File: src/common/tl_defines.svh
`ifndef TL_DEFINES_SVH
`define TL_DEFINES_SVH

// Bus geometry.
`define TL_DATA_WIDTH 32
`define TL_ADDR_WIDTH 8
`define TL_SIZE_WIDTH 3

// Largest transfer is 2**TL_MAX_SIZE bytes, four beats.
`define TL_MAX_SIZE 4

// Source IDs, the device width also sets the tracker depth.
`define TL_HOST_SRC_WIDTH 4
`define TL_DEV_SRC_WIDTH 2

// Backing store depth in words.
`define TL_MEM_WORDS 64

`endif

File: src/common/tl_pkg.sv
`default_nettype none

`include "tl_defines.svh"

package tl_pkg;

  // A channel opcodes.
  typedef enum logic [2:0] {
    A_PUT_FULL_DATA = 3'd0,
    A_GET           = 3'd4
  } a_op_e;

  // D channel opcodes.
  typedef enum logic [2:0] {
    D_ACCESS_ACK      = 3'd0,
    D_ACCESS_ACK_DATA = 3'd1
  } d_op_e;

  typedef struct packed {
    a_op_e                          opcode;
    logic [`TL_SIZE_WIDTH-1:0]      size;
    logic [`TL_HOST_SRC_WIDTH-1:0]  source;
    logic [`TL_ADDR_WIDTH-1:0]      address;
    logic [`TL_DATA_WIDTH-1:0]      data;
  } a_host_t;

  typedef struct packed {
    a_op_e                          opcode;
    logic [`TL_SIZE_WIDTH-1:0]      size;
    logic [`TL_DEV_SRC_WIDTH-1:0]   source;
    logic [`TL_ADDR_WIDTH-1:0]      address;
    logic [`TL_DATA_WIDTH-1:0]      data;
  } a_dev_t;

  typedef struct packed {
    d_op_e                          opcode;
    logic [`TL_SIZE_WIDTH-1:0]      size;
    logic [`TL_HOST_SRC_WIDTH-1:0]  source;
    logic [`TL_DATA_WIDTH-1:0]      data;
  } d_host_t;

  typedef struct packed {
    d_op_e                          opcode;
    logic [`TL_SIZE_WIDTH-1:0]      size;
    logic [`TL_DEV_SRC_WIDTH-1:0]   source;
    logic [`TL_DATA_WIDTH-1:0]      data;
  } d_dev_t;

  // Beats in a message: one word per beat, at least one beat.
  function automatic logic [`TL_SIZE_WIDTH-1:0] beat_count(
    input logic [`TL_SIZE_WIDTH-1:0] size,
    input logic                      multi
  );
    logic [`TL_SIZE_WIDTH-1:0] word_log2;
    word_log2 = `TL_SIZE_WIDTH'($clog2(`TL_DATA_WIDTH / 8));
    if (!multi || size <= word_log2) begin
      beat_count = `TL_SIZE_WIDTH'(1);
    end else begin
      beat_count = `TL_SIZE_WIDTH'(1) << (size - word_log2);
    end
  endfunction

endpackage

`default_nettype wire

File: src/fifo_converter/tl_burst_counter.sv
`default_nettype none

`include "tl_defines.svh"

module tl_burst_counter #(
  parameter int unsigned IdxWidth = $clog2(2 ** (`TL_MAX_SIZE - $clog2(`TL_DATA_WIDTH / 8)))
) (
  input  wire logic                      clk_i,
  input  wire logic                      rst_ni,
  input  wire logic                      valid_i,
  input  wire logic                      ready_i,
  input  wire logic [`TL_SIZE_WIDTH-1:0] size_i,
  input  wire logic                      multi_i,
  output logic      [IdxWidth-1:0]       idx_o,
  output logic                           first_o,
  output logic                           last_o
);

  logic [IdxWidth-1:0]       idx_q;
  logic [`TL_SIZE_WIDTH-1:0] beats;

  // Single-beat messages end on their first beat.
  assign beats   = tl_pkg::beat_count(size_i, multi_i);
  assign idx_o   = idx_q;
  assign first_o = (idx_q == '0);
  assign last_o  = (idx_q == IdxWidth'(beats - 1'b1));

  // Advance on every transferred beat, wrap after the last one.
  always_ff @(posedge clk_i or negedge rst_ni) begin
    if (!rst_ni) begin
      idx_q <= '0;
    end else if (valid_i && ready_i) begin
      if (last_o) begin
        idx_q <= '0;
      end else begin
        idx_q <= idx_q + 1'b1;
      end
    end
  end

  //////////////////////////////
  // Checks
  //////////////////////////////

  // The sender must hold size steady through a burst,
  // else the index runs past the beat count.
  a_idx_in_range: assert property (
    @(posedge clk_i) disable iff (!rst_ni)
    valid_i |-> (IdxWidth'(0) + idx_q) < beats
  ) else $error("burst index %0d outside beat count %0d", idx_q, beats);

endmodule

`default_nettype wire

File: src/fifo_converter/tl_fifo_converter.sv
`default_nettype none

`include "tl_defines.svh"

// Remaps host sources onto tracker slots and returns responses in request order.
module tl_fifo_converter (
  input  wire logic             clk_i,
  input  wire logic             rst_ni,
  // Host side.
  input  wire logic             host_a_valid_i,
  output logic                  host_a_ready_o,
  input  wire tl_pkg::a_host_t  host_a_i,
  output logic                  host_d_valid_o,
  input  wire logic             host_d_ready_i,
  output tl_pkg::d_host_t       host_d_o,
  // Device side.
  output logic                  dev_a_valid_o,
  input  wire logic             dev_a_ready_i,
  output tl_pkg::a_dev_t        dev_a_o,
  input  wire logic             dev_d_valid_i,
  output logic                  dev_d_ready_o,
  input  wire tl_pkg::d_dev_t   dev_d_i
);

  localparam int unsigned NumSlots = 2 ** `TL_DEV_SRC_WIDTH;
  localparam int unsigned MaxBeats = 2 ** (`TL_MAX_SIZE - $clog2(`TL_DATA_WIDTH / 8));
  localparam int unsigned IdxWidth = $clog2(MaxBeats);

  typedef struct packed {
    tl_pkg::d_op_e             opcode;
    logic [`TL_SIZE_WIDTH-1:0] size;
  } d_ctrl_t;

  //////////////////////////////
  // Beat counters
  //////////////////////////////

  logic                host_a_first;
  logic                host_a_last;
  logic [IdxWidth-1:0] host_d_idx;
  logic                host_d_last;
  logic [IdxWidth-1:0] dev_d_idx;
  logic                dev_d_last;

  tl_burst_counter #(.IdxWidth(IdxWidth)) u_host_a_cnt (
    .clk_i   (clk_i),
    .rst_ni  (rst_ni),
    .valid_i (host_a_valid_i),
    .ready_i (host_a_ready_o),
    .size_i  (host_a_i.size),
    .multi_i (host_a_i.opcode == tl_pkg::A_PUT_FULL_DATA),
    .idx_o   (),
    .first_o (host_a_first),
    .last_o  (host_a_last)
  );

  tl_burst_counter #(.IdxWidth(IdxWidth)) u_host_d_cnt (
    .clk_i   (clk_i),
    .rst_ni  (rst_ni),
    .valid_i (host_d_valid_o),
    .ready_i (host_d_ready_i),
    .size_i  (host_d_o.size),
    .multi_i (host_d_o.opcode == tl_pkg::D_ACCESS_ACK_DATA),
    .idx_o   (host_d_idx),
    .first_o (),
    .last_o  (host_d_last)
  );

  tl_burst_counter #(.IdxWidth(IdxWidth)) u_dev_d_cnt (
    .clk_i   (clk_i),
    .rst_ni  (rst_ni),
    .valid_i (dev_d_valid_i),
    .ready_i (dev_d_ready_o),
    .size_i  (dev_d_i.size),
    .multi_i (dev_d_i.opcode == tl_pkg::D_ACCESS_ACK_DATA),
    .idx_o   (dev_d_idx),
    .first_o (),
    .last_o  (dev_d_last)
  );

  //////////////////////////////
  // Slot ring
  //////////////////////////////

  logic [NumSlots-1:0]                                 slot_valid_q, slot_valid_d;
  logic [NumSlots-1:0]                                 slot_ready_q, slot_ready_d;
  logic [NumSlots-1:0][`TL_HOST_SRC_WIDTH-1:0]         slot_src_q;
  d_ctrl_t [NumSlots-1:0]                              slot_ctrl_q;
  logic [NumSlots-1:0][MaxBeats-1:0][`TL_DATA_WIDTH-1:0] slot_data_q;
  logic [`TL_DEV_SRC_WIDTH-1:0]                        alloc_q, alloc_d;
  logic [`TL_DEV_SRC_WIDTH-1:0]                        rel_q, rel_d;
  logic                                                a_fire, d_fire, dev_fire;
  logic                                                a_blocked;

  // A new request needs the slot at the allocate pointer to be free.
  assign a_blocked = host_a_first && slot_valid_q[alloc_q];
  assign a_fire    = host_a_valid_i && host_a_ready_o;
  assign d_fire    = host_d_valid_o && host_d_ready_i;
  assign dev_fire  = dev_d_valid_i && dev_d_ready_o;

  always_comb begin
    slot_valid_d = slot_valid_q;
    slot_ready_d = slot_ready_q;
    alloc_d      = alloc_q;
    rel_d        = rel_q;

    if (dev_fire && dev_d_last) begin
      slot_ready_d[dev_d_i.source] = 1'b1;
    end

    // Head slot is freed by its last host D beat.
    if (d_fire && host_d_last) begin
      slot_valid_d[rel_q] = 1'b0;
      slot_ready_d[rel_q] = 1'b0;
      rel_d               = rel_q + 1'b1;
    end

    if (a_fire && host_a_first) begin
      slot_valid_d[alloc_q] = 1'b1;
    end
    if (a_fire && host_a_last) begin
      alloc_d = alloc_q + 1'b1;
    end
  end

  always_ff @(posedge clk_i or negedge rst_ni) begin
    if (!rst_ni) begin
      slot_valid_q <= '0;
      slot_ready_q <= '0;
      alloc_q      <= '0;
      rel_q        <= '0;
    end else begin
      slot_valid_q <= slot_valid_d;
      slot_ready_q <= slot_ready_d;
      alloc_q      <= alloc_d;
      rel_q        <= rel_d;
    end
  end

  // Payload storage.
  always_ff @(posedge clk_i) begin
    if (a_fire && host_a_first) begin
      slot_src_q[alloc_q] <= host_a_i.source;
    end
    if (dev_fire) begin
      slot_ctrl_q[dev_d_i.source]            <= '{opcode: dev_d_i.opcode, size: dev_d_i.size};
      slot_data_q[dev_d_i.source][dev_d_idx] <= dev_d_i.data;
    end
  end

  //////////////////////////////
  // Channel outputs
  //////////////////////////////

  assign host_a_ready_o = dev_a_ready_i && !a_blocked;
  assign dev_a_valid_o  = host_a_valid_i && !a_blocked;
  assign dev_a_o        = '{opcode:  host_a_i.opcode,
                            size:    host_a_i.size,
                            source:  alloc_q,
                            address: host_a_i.address,
                            data:    host_a_i.data};

  // Every device beat has a slot waiting for it.
  assign dev_d_ready_o = 1'b1;

  assign host_d_valid_o = slot_ready_q[rel_q];
  assign host_d_o       = '{opcode: slot_ctrl_q[rel_q].opcode,
                            size:   slot_ctrl_q[rel_q].size,
                            source: slot_src_q[rel_q],
                            data:   slot_data_q[rel_q][host_d_idx]};

  // Responses may only come back for slots that were issued.
  a_dev_d_slot_live: assert property (
    @(posedge clk_i) disable iff (!rst_ni)
    dev_d_valid_i |-> slot_valid_q[dev_d_i.source]
  ) else $error("device response to idle slot %0d", dev_d_i.source);

endmodule

`default_nettype wire

File: config.mk
export PLATFORM = sky130hd
export DESIGN_NAME = tl_fifo_converter
export DESIGN_NICKNAME = d
export VERILOG_FILES = /design/src/common/tl_pkg.sv /design/src/fifo_converter/tl_burst_counter.sv /design/src/fifo_converter/tl_fifo_converter.sv
export VERILOG_INCLUDE_DIRS = /design/src /design/src/common
export SDC_FILE = /design/constraint.sdc
export NUM_CORES = 1
export LEC_CHECK = 0
export ABC_AREA = 0
export BUFFER_PORTS_ARGS = -buffer_cell sky130_fd_sc_hd__buf_2
export CORE_MARGIN = 5
export CORE_UTILIZATION = 35
export DETAILED_ROUTE_END_ITERATION = 12
export PLACE_DENSITY = 0.63
export SLEW_MARGIN = 20
export SYNTH_ARGS = -nofsm -noshare
export SYNTH_HDL_FRONTEND = slang
export SYNTH_HIERARCHICAL = 1
export SYNTH_SLANG_ARGS = --single-unit
export TNS_END_PERCENT = 1
File: constraint.sdc
create_clock -name clk_i -period 3.3 [get_ports clk_i]
set_input_delay 0 -clock clk_i [delete_from_list [all_inputs] [get_ports clk_i]]
set_output_delay 0 -clock clk_i [all_outputs]
set_load 0.02 [all_outputs]
==> results.toml, run 1 <==
[cells_and_area]
final_cell_mix = "edfxtp_1 (552), mux4_2 (140), buf_2 (108), a22oi_1 (64), dlygate4sd3_1 (58)"
finalNetCount = 1328
syn_to_final_growth_pct = 17.1
drive_gt1_frac = 0.304
final_common_cell = "edfxtp_1"
antenna_cells = 0
nFillCells = 5476

[placed_design]
dpl.hpwl_mm = 26.7
io_buffers = 108
gp_congestion = 0.707

[worst_setup_path]
timing.critical_path.slowest_stage_cell = "dfrtp_4"
critPathBufInv = 2
endpoint_kind = "output pin"
crit_family = "buffers and inverters"
path_cells = "buf_16 > mux4_2 > a22oi_1 > nand2_1 > buf_2"
worstPathRequired_ns = 3.30
worstSetupStartpointType = "flip-flop"
cpPeakStageDelay_ns = 0.58
worstSetupPathType = "reg2out"
worstPathMaxFanout = 75
arrival_ns = 3.15

[clock_tree]
cts_tree = "built"
cts.sinks = 570
cts.htree.levels = 2
clk_latency_ns = 0.64
ctsLongestPathBuffers = 3
clk_pin_slew_worst_paths_ns = 0.06
cts_root_buf = "clkbuf_16"
cts_buffers = 57

[synthesis]
yosys_register_bits = 570
syn_area_sq_mm = 0.0223
ys_types = 38
synth_warnings = 6
yosysSeqAreaShare = 0.762
postSynthCellCount = 1055
syn_avg_cell_area_sq_um = 21.2

[die]
io_pins = 190
core_area_sq_mm = 0.0632
die_w_um = 263
die_area_sq_mm = 0.0690
die_h_um = 263
rows = 92
initial_core_util = 0.354

[timing]
tns_ns = 0
finClkSkew_ns = 0.0387
fin_crit_ns = 3.15
setup_viol = 0
max_freq_mhz = 317
worst_pin_slew_ns = 0.952
timing.final.max_slew_violations = 0
rsz0062_at_grt = "false"
hold_viol = 0
finalCritPeriodShare = 0.955
relSlewSlack = 0.364

[global_route]
grt_pass1_vias = 11300
antenna_found_initial = 0
grt.total_usage = 0.138
grt.overflow.total = 0
grt_pass1_wl_mm = 73.1
grt_max_degree = 129

[route]
totalWireLength_mm = 48.4
drtIter0Drc = 821
ant_nets = 0
viasPerCell = 5.03
wl_per_cell_um = 23.0
vias = 10600
firstDrtPassIters = 4
drc = 0

[pwr]
internal_power_mw = 14.0
pwr-share-seq = 0.414
power_switching_mw = 6.27
pwr-share-comb = 0.296
p_per_area_mw_per_mm2 = 773
switching_share = 0.310
irDropWorstVdd_mv = 0.503
clkPwrFrac = 0.290
power.leakage_nw = 8.58
p_total_mw = 20.2

[worst_hold_path]
min_path_type = "in2out"

[run_status]
status = "completed"

[job]
maxCapViolations = 0
Yosys cell counts:
library cell  number  area [sq um]
buf_4             48           360
edfxtp_1         552         16600
mux2_1             3          33.8
nand4_1            3          18.8
buf_2             16          80.1
a21oi_2            3          26.3
a22oi_1           64           480
o2bb2ai_1          1          8.76
nor2_1            21          78.8
nor2b_1            4          25.0
o21bai_1           3          22.5
ha_1              14           175
a22o_1             4          35.0
a31oi_1            5          31.3
clkbuf_1          26          97.6
o31a_1             3          26.3
buf_1              3          11.3
mux2_2             2          22.5
a41oi_1            1          8.76
conb_1             1          3.75
and2_1             7          43.8
buf_6              1          11.3
inv_1             23          86.3
nor3b_1            2          15.0
nand2b_1           9          56.3
and3_1             1          6.26
nand2_1           39           146
nor3_1             5          25.0
xnor2_1           10          87.6
nand3_1            6          30.0
and3_4             1          11.3
nand3b_1           1          7.51
clkbuf_2           1          5.00
a21oi_1           10          50.1
mux4_2           140          3150
o21a_1             3          22.5
dfrtp_1           18           450
mux2_4             1          15.0
power groups by stage:
stage	Clock, mW	Combinational, mW	Sequential (mW)
global route	6.35	6.48	8.40
global placement	0	5.97	8.51
finish	5.88	5.99	8.38
floorplan	0	4.28	8.42
CTS	6.02	6.15	8.38
detailed placement	0	5.99	8.52
final cells by class:
| type | count | area, sq um | area share |
|---|---|---|---|
| tap | 846 | 1060 | 0.0404 |
| timing repair buffer | 197 | 1490 | 0.0568 |
| sequential | 570 | 17000 | 0.651 |
| clock buffer | 71 | 1480 | 0.0565 |
| inverter | 23 | 86.3 | 0.00330 |
| clock inverter | 32 | 224 | 0.00856 |
| multi-input combinational | 369 | 4810 | 0.184 |
registers in the layout, indices dropped and copies added, names as in the netlist:
register,flops
u_dev_d_cnt/idx_o,2
slot_ctrl_q,24
rel_q,2
slot_valid_q,4
slot_ready_q,4
u_host_d_cnt/idx_o,2
alloc_q,2
slot_src_q,16
slot_data_q,512
u_host_a_cnt/idx_o,2
final timing paths:
path	from	end	slack, ns	cells past startpoint
setup / recovery	rel_q[0]	host_d_o[27]	0.15	5
max in group asynchronous	rst_ni	rel_q[1]	2.03	3
hold / removal	host_a_i[18]	dev_a_o[18]	0.000007	0
hold reg to reg	slot_valid_q[1]	slot_valid_q[1]	0.52	1
setup reg to reg	rel_q[0]	rel_q[1]	0.21	9
min in group asynchronous	rst_ni	u_dev_d_cnt/idx_o[0]	0.63	3
metal layers:
| metal | track usage | part of all wire | vias to the layer above |
|---|---|---|---|
| li1 | - | - | 4640 |
| met1 | 0.185 | 0.42 | 5626 |
| met2 | 0.237 | 0.51 | 260 |
| met3 | 0.0224 | 0.047 | 87 |
| met4 | 0.0384 | 0.023 | 0 |
| met5 | 0 | 0 | - |
logic make-up after synthesis:
family / Yosys count / share of synthesized area
flops: 570 / 0.762
mux: 146 / 0.144
simple gates: 99 / 0.0208
xor+xnor: 10 / 0.00392
buf+inv: 118 / 0.0292
other cells: 1 / 0.000168
fa+ha+maj: 14 / 0.00784
compound gates: 97 / 0.0319
worst reg2reg max path: stages, from the launching register on:
cell and delay, ns:
dfrtp_4 0.58, mux4_2 0.59, inv_1 0.08, ha_1 0.23
nand2b_1 0.14, a31oi_1 0.27, xnor2_1 0.13, nor2_1 0.35
and3_4 0.31, mux2_4 0.30
stage by stage:
stage / setup slack [ns] / std cells / utilization / cell area [sq um] / hold WS [ns]
floorplan: 0.0355 / 1057 / - / 22400 / -0.296
global placement: 0.285 / 1947 / 0.378 / 23900 / -0.0433
detailed placement: 0.267 / 1947 / 0.378 / 23900 / -0.0299
CTS: 0.154 / 2108 / 0.414 / 26200 / 0.000137
global route: 0.00472 / 2108 / 0.414 / 26200 / 0.0000277
finish: 0.149 / 2108 / 0.414 / 26200 / 0.00000700
what timing repair did:
item / 4_1_cts / 5_1_grt
gates resized for setup: 1 / 0
setup buffers: 0 / 0
endpoints found under the setup margin: 8 / 0
hold endpoints to repair: 588 / 0
hold buffers: 58 / 0
Power figures use the tool's default switching activity.
==> inputs of run 2 (changes only) <==
--- a/config.mk
+++ b/config.mk
@@ -6,12 +6,11 @@
 export SDC_FILE = /design/constraint.sdc
 export NUM_CORES = 1
 export LEC_CHECK = 0
-export ABC_AREA = 0
 export BUFFER_PORTS_ARGS = -buffer_cell sky130_fd_sc_hd__buf_2
 export CORE_MARGIN = 5
-export CORE_UTILIZATION = 35
+export CORE_UTILIZATION = 45
 export DETAILED_ROUTE_END_ITERATION = 12
-export PLACE_DENSITY = 0.63
+export PLACE_DENSITY = 0.75
 export SLEW_MARGIN = 20
 export SYNTH_ARGS = -nofsm -noshare
 export SYNTH_HDL_FRONTEND = slang
==> run 2 against run 1 <==
Register-to-register slack improved by 0.11 ns; count of clock-buffer cells in the layout shrank 3; power increased by 0.86%; die area decreased by 21%; first-iteration DRC count is 31% higher; sequential share of layout area rose by 0.70 points; sequential power is 0.5% lower; critical path depth grew 1; routed wire length down 2.6%; largest cell class unchanged; fmax grew 3.4%.
==> results.toml, run 2 (same netlist as run 1, synthesis figures left out) <==
[timing]
setup_viol = 0
tns_ns = 0
max_freq_mhz = 328
relSlewSlack = 0.405
worst_slack_ns = 0.253
fin_crit_ns = 3.05
hold_viol = 0
worst_pin_slew_ns = 0.890
finalCritPeriodShare = 0.923
finClkSkew_ns = 0.0144
timing.final.max_slew_violations = 0
rsz0062_at_grt = "false"

[clock_tree]
cts.sinks = 570
cts_buffers = 55
cts_setup_buffers = 0
clk_latency_ns = 0.57
cts.htree.levels = 2
cts_tree = "built"
ctsLongestPathBuffers = 3
clk_pin_slew_worst_paths_ns = 0.06
cts_root_buf = "clkbuf_16"

[worst_hold_path]
holdPathStages = 0
min_from = "host_a_i[18]"
min_path_type = "in2out"
min_to = "dev_a_o[18]"

[die]
rows = 81
io_pins = 190
die_area_sq_mm = 0.0542
die_w_um = 233
die_h_um = 233
initial_core_util = 0.456
core_area_sq_mm = 0.0491

[route]
vias = 10800
wl_per_cell_um = 24.6
drtIter0Drc = 1073
viasPerCell = 5.63
drc = 0
totalWireLength_mm = 47.2
firstDrtPassIters = 5
ant_nets = 0

[global_route]
grt.total_usage = 0.172
grt_max_degree = 138
antenna_found_initial = 3
grt.overflow.total = 0
grt_pass1_vias = 11400
grt_pass1_wl_mm = 70.1

[worst_setup_path]
worstPathRequired_ns = 3.30
reg2regPathDepth = 9
worstPathMaxFanout = 41
worstSetupPathType = "reg2out"
r2r-start = "rel_q[0]"
arrival_ns = 3.05
endpoint_kind = "output pin"
r2r-end = "rel_q[1]"
worstSetupStartpointType = "flip-flop"
reg2reg_slack_ns = 0.32

[cells_and_area]
fin_area_sq_mm = 0.0259
syn_to_final_growth_pct = 15.9
final_cell_mix = "edfxtp_1 (552), mux4_2 (140), buf_2 (108), a22oi_1 (64), clkbuf_16 (56)"
final_common_cell = "edfxtp_1"
final_util = 0.528
largest-register = "slot_data_q"
stdcell_count = 1919
largest_reg_flops = 512
nFillCells = 3706
drive_gt1_frac = 0.303
finalNetCount = 1321
top_regs = "slot_data_q x512, slot_ctrl_q x24, slot_src_q x16"

[run_status]
status = "completed"

[placed_design]
post-place-ws_ns = 0.380
dpl.hpwl_mm = 25.3
gp_congestion = 0.776
placed_cells = 1764
placed_cell_area_sq_mm = 0.0236
io_buffers = 108

[job]
maxCapViolations = 0

[pwr]
irDropWorstVdd_mv = 0.688
power.leakage_nw = 8.56
p_per_area_mw_per_mm2 = 788
## run 2: changes by cell type in the layout (fill, tap and decap cells not counted), sizes merged
cell,delta
clkinv,-8
bufinv,+7
dlygate4sd3,-5
diode,+3
clkbuf,-2
bufbuf,-1
clkinvlp,-1
## run 2: report_power, final
part / internal [mW] / leakage [nW] / switching (mW)
sequential: 8.17 / 5.21 / 0.165
clock: 3.60 / 0.848 / 2.54
combinational: 2.59 / 2.50 / 3.35
total: 14.4 / 8.56 / 6.06
## run 2: area by class of cell
| class | instances | area [sq um] | share of cell area |
|---|---|---|---|
| multi-input cells | 369 | 4810 | 0.186 |
| repair buffers | 192 | 1370 | 0.0530 |
| well taps | 664 | 831 | 0.0321 |
| flip-flops and latches | 570 | 17000 | 0.658 |
| diodes | 3 | 7.51 | 0.000290 |
| inverters | 23 | 86.3 | 0.00333 |
| clock buffers | 68 | 1430 | 0.0550 |
| clock inverters | 30 | 332 | 0.0128 |
## run 2: critical path: stages (launching register included)
cell and delay (ns):
dfrtp_4 0.49, buf_6 0.29, buf_6 0.51, mux4_2 0.59, a22oi_1 0.23, nand2_1 0.13
buf_2 0.18
## run 2: worst max-delay path by stage
| stage | start | to | slack (ns) | depth (start not counted) |
|---|---|---|---|---|
| after floorplan | rel_q[0] | rel_q[1] | 0.04 | 13 |
| after global placement | rel_q[0] | rel_q[1] | 0.43 | 9 |
| after detailed placement | rel_q[0] | rel_q[1] | 0.38 | 9 |
| after CTS | rel_q[0] | host_d_o[24] | 0.03 | 6 |
| after global routing | rel_q[0] | host_d_o[23] | 0.06 | 6 |
| final | rel_q[0] | host_d_o[19] | 0.25 | 6 |
## run 2: through the flow
step | hold WS [ns] | power, mW
finish | 0.00000774 | 20.4
floorplan | -0.296 | 12.7
detailed placement | -0.0362 | 14.4
global route | 0.0000502 | 21.3
CTS | 0.000137 | 20.6
global placement | -0.0384 | 14.3
## run 2: per-layer routing
layer | global-route usage | part of all wire
met1 | 0.230 | 0.40
met2 | 0.296 | 0.51
met3 | 0.0253 | 0.063
met4 | 0.0465 | 0.023
met5 | 0 | 0
## run 2: repair_timing
item	CTS	global route
hold buffers	53	0
gates cloned	0	1
hold endpoints to repair	588	0
resized for setup	3	0
setup endpoints to repair	13	4
==> inputs of run 3 (changes only) <==
--- a/config.mk
+++ b/config.mk
@@ -10,6 +10,7 @@
 export CORE_MARGIN = 5
 export CORE_UTILIZATION = 45
 export DETAILED_ROUTE_END_ITERATION = 12
+export GPL_TIMING_DRIVEN = 0
 export PLACE_DENSITY = 0.75
 export SLEW_MARGIN = 20
 export SYNTH_ARGS = -nofsm -noshare
==> run 3 against run 2 <==
Clock power shrank 3%; fmax decreased by 5.3%; clock skew is 0.0039 ns higher; register-to-register slack got worse by 0.24 ns; final area up 4.2%; sequential power shrank 0.7%; routed wire length rose by 3.6%; power rose by 1.9%; flip-flop and latch count unchanged; cell count grew 7.6%; hold slack improved by 0.033 ns; largest cell class unchanged; highest routed layer is now met5.
==> results.toml, run 3 (same netlist as run 1, synthesis figures left out) <==
[run_status]
status = "completed"

[route]
wl_per_cell_um = 23.7
totalWireLength_mm = 48.9
vias = 11400
ant_nets = 0
firstDrtPassIters = 5
viasPerCell = 5.55
drc = 0
drtIter0Drc = 1024

[worst_setup_path]
reg2reg_slack_ns = 0.08
crit_family = "buffers and inverters"
endpoint_kind = "flip-flop"
worstPathRequired_ns = 3.77
worstSetupStartpointType = "flip-flop"
worstPathMaxFanout = 10
worstSetupPathType = "reg2reg"
arrival_ns = 3.69
critPathBufInv = 3
cpPeakStageDelay_ns = 0.62
timing.critical_path.slowest_stage_cell = "clkbuf_1"
path_cells = "clkbuf_4 > clkbuf_1 > mux4_2 > nor3b_1 > nand2b_1 > a21oi_2 > xnor2_1 > nor2_2 > and3_4 > buf_6 > mux2_4"

[clock_tree]
cts_tree = "built"
ctsLongestPathBuffers = 3
clk_latency_ns = 0.60
cts.htree.levels = 2
cts.sinks = 570
clk_pin_slew_worst_paths_ns = 0.06
cts_buffers = 55
cts_root_buf = "clkbuf_16"

[die]
core_area_sq_mm = 0.0491
die_h_um = 233
die_w_um = 233
io_pins = 190
die_area_sq_mm = 0.0542
rows = 81
initial_core_util = 0.456

[cells_and_area]
fin_area_sq_mm = 0.0270
finalNetCount = 1467
largest-register = "slot_data_q"
top_regs = "slot_data_q x512, slot_ctrl_q x24, slot_src_q x16"
syn_to_final_growth_pct = 20.8
largest_reg_flops = 512
final_cell_mix = "edfxtp_1 (552), buf_2 (159), mux4_2 (140), buf_4 (70), a22oi_1 (64)"
drive_gt1_frac = 0.355
final_common_cell = "edfxtp_1"

[timing]
relSlewSlack = 0.407
finalCritPeriodShare = 0.975
worst_pin_slew_ns = 0.889
hold_viol = 0
timing.final.max_slew_violations = 0
setup_viol = 0
max_freq_mhz = 311
finClkSkew_ns = 0.0183
fin_crit_ns = 3.22

[job]
maxCapViolations = 0

[pwr]
p_total_mw = 20.8
power.leakage_nw = 9.19
p_per_area_mw_per_mm2 = 771
irDropWorstVdd_mv = 0.468

[worst_hold_path]
min_path_type = "in2reg"

[placed_design]
placed_cell_area_sq_mm = 0.0246
gp_congestion = 0.739
dpl.hpwl_mm = 31.6
io_buffers = 148

[global_route]
grt.overflow.total = 0
grt_max_degree = 22
grt.total_usage = 0.179
grt_pass1_wl_mm = 73.0
grt_pass1_vias = 12000
antenna_found_initial = 2
## run 3: metrics by stage
step / instances / hold WS [ns] / setup slack [ns] / setup TNS (ns) / util
6_report: 2064 / 0.0333 / 0.0840 / 0 / 0.550
5_1_grt: 2064 / 0.0672 / -0.0282 / -0.0435 / 0.550
4_1_cts: 2057 / 0.0117 / 0.000996 / 0 / 0.548
3_5_place_dp: 1901 / -0.0402 / -0.629 / -4.08 / 0.501
3_3_place_gp: 1869 / -0.0485 / -2.13 / -477.07 / 0.488
2_1_floorplan: 1057 / -0.296 / 0.0355 / 0 / -
## run 3: final timing paths
path	start	end	depth (start not counted)
max in group asynchronous	rst_ni	alloc_q[1]	3
worst max register to register	rel_q[1]	rel_q[1]	11
worst max-delay path	rel_q[1]	rel_q[1]	11
worst min-delay path	host_a_i[47]	u_host_a_cnt/idx_o[1]	6
min in group asynchronous	rst_ni	u_host_d_cnt/idx_o[0]	3
worst min register to register	slot_valid_q[0]	slot_valid_q[0]	1
## run 3: repair_timing
item	4_1_cts	5_1_grt
gates resized for setup	13	16
hold buffers	55	0
setup endpoints to repair	11	11
setup buffers	2	6
pin swaps	1	1
endpoints found under the hold margin	587	0
## run 3: worst min-delay path: stages
cell	delay, ns
buf_2	0.09
nor3_1	0.05
nand2b_1	0.09
a21oi_2	0.05
mux2_1	0.20
o21a_1	0.11
## run 3: layout make-up
cell class / instances / area (sq um)
tap: 664 / 831
fill: 3651 / 22100
clock buffer: 68 / 1450
clock inverter: 31 / 274
sequential: 570 / 17000
inverter: 23 / 86.3
buffer: 95 / 636
antenna: 1 / 2.50
timing repair buffer: 243 / 1890
multi-input combinational: 369 / 4810
## run 3: power breakdown
group	internal, mW	switching (mW)
Sequential	8.16	0.117
Clock	3.42	2.57
Combinational	2.82	3.73
Total	14.4	6.41
## run 3: routing by layer
layer | vias to the layer above | GRT usage | share of wire
met3 | 66 | 0.0321 | 0.078
met4 | 2 | 0.0522 | 0.021
li1 | 4918 | - | -
met5 | - | 0 | 0.00014
met2 | 532 | 0.311 | 0.51
met1 | 5929 | 0.232 | 0.39
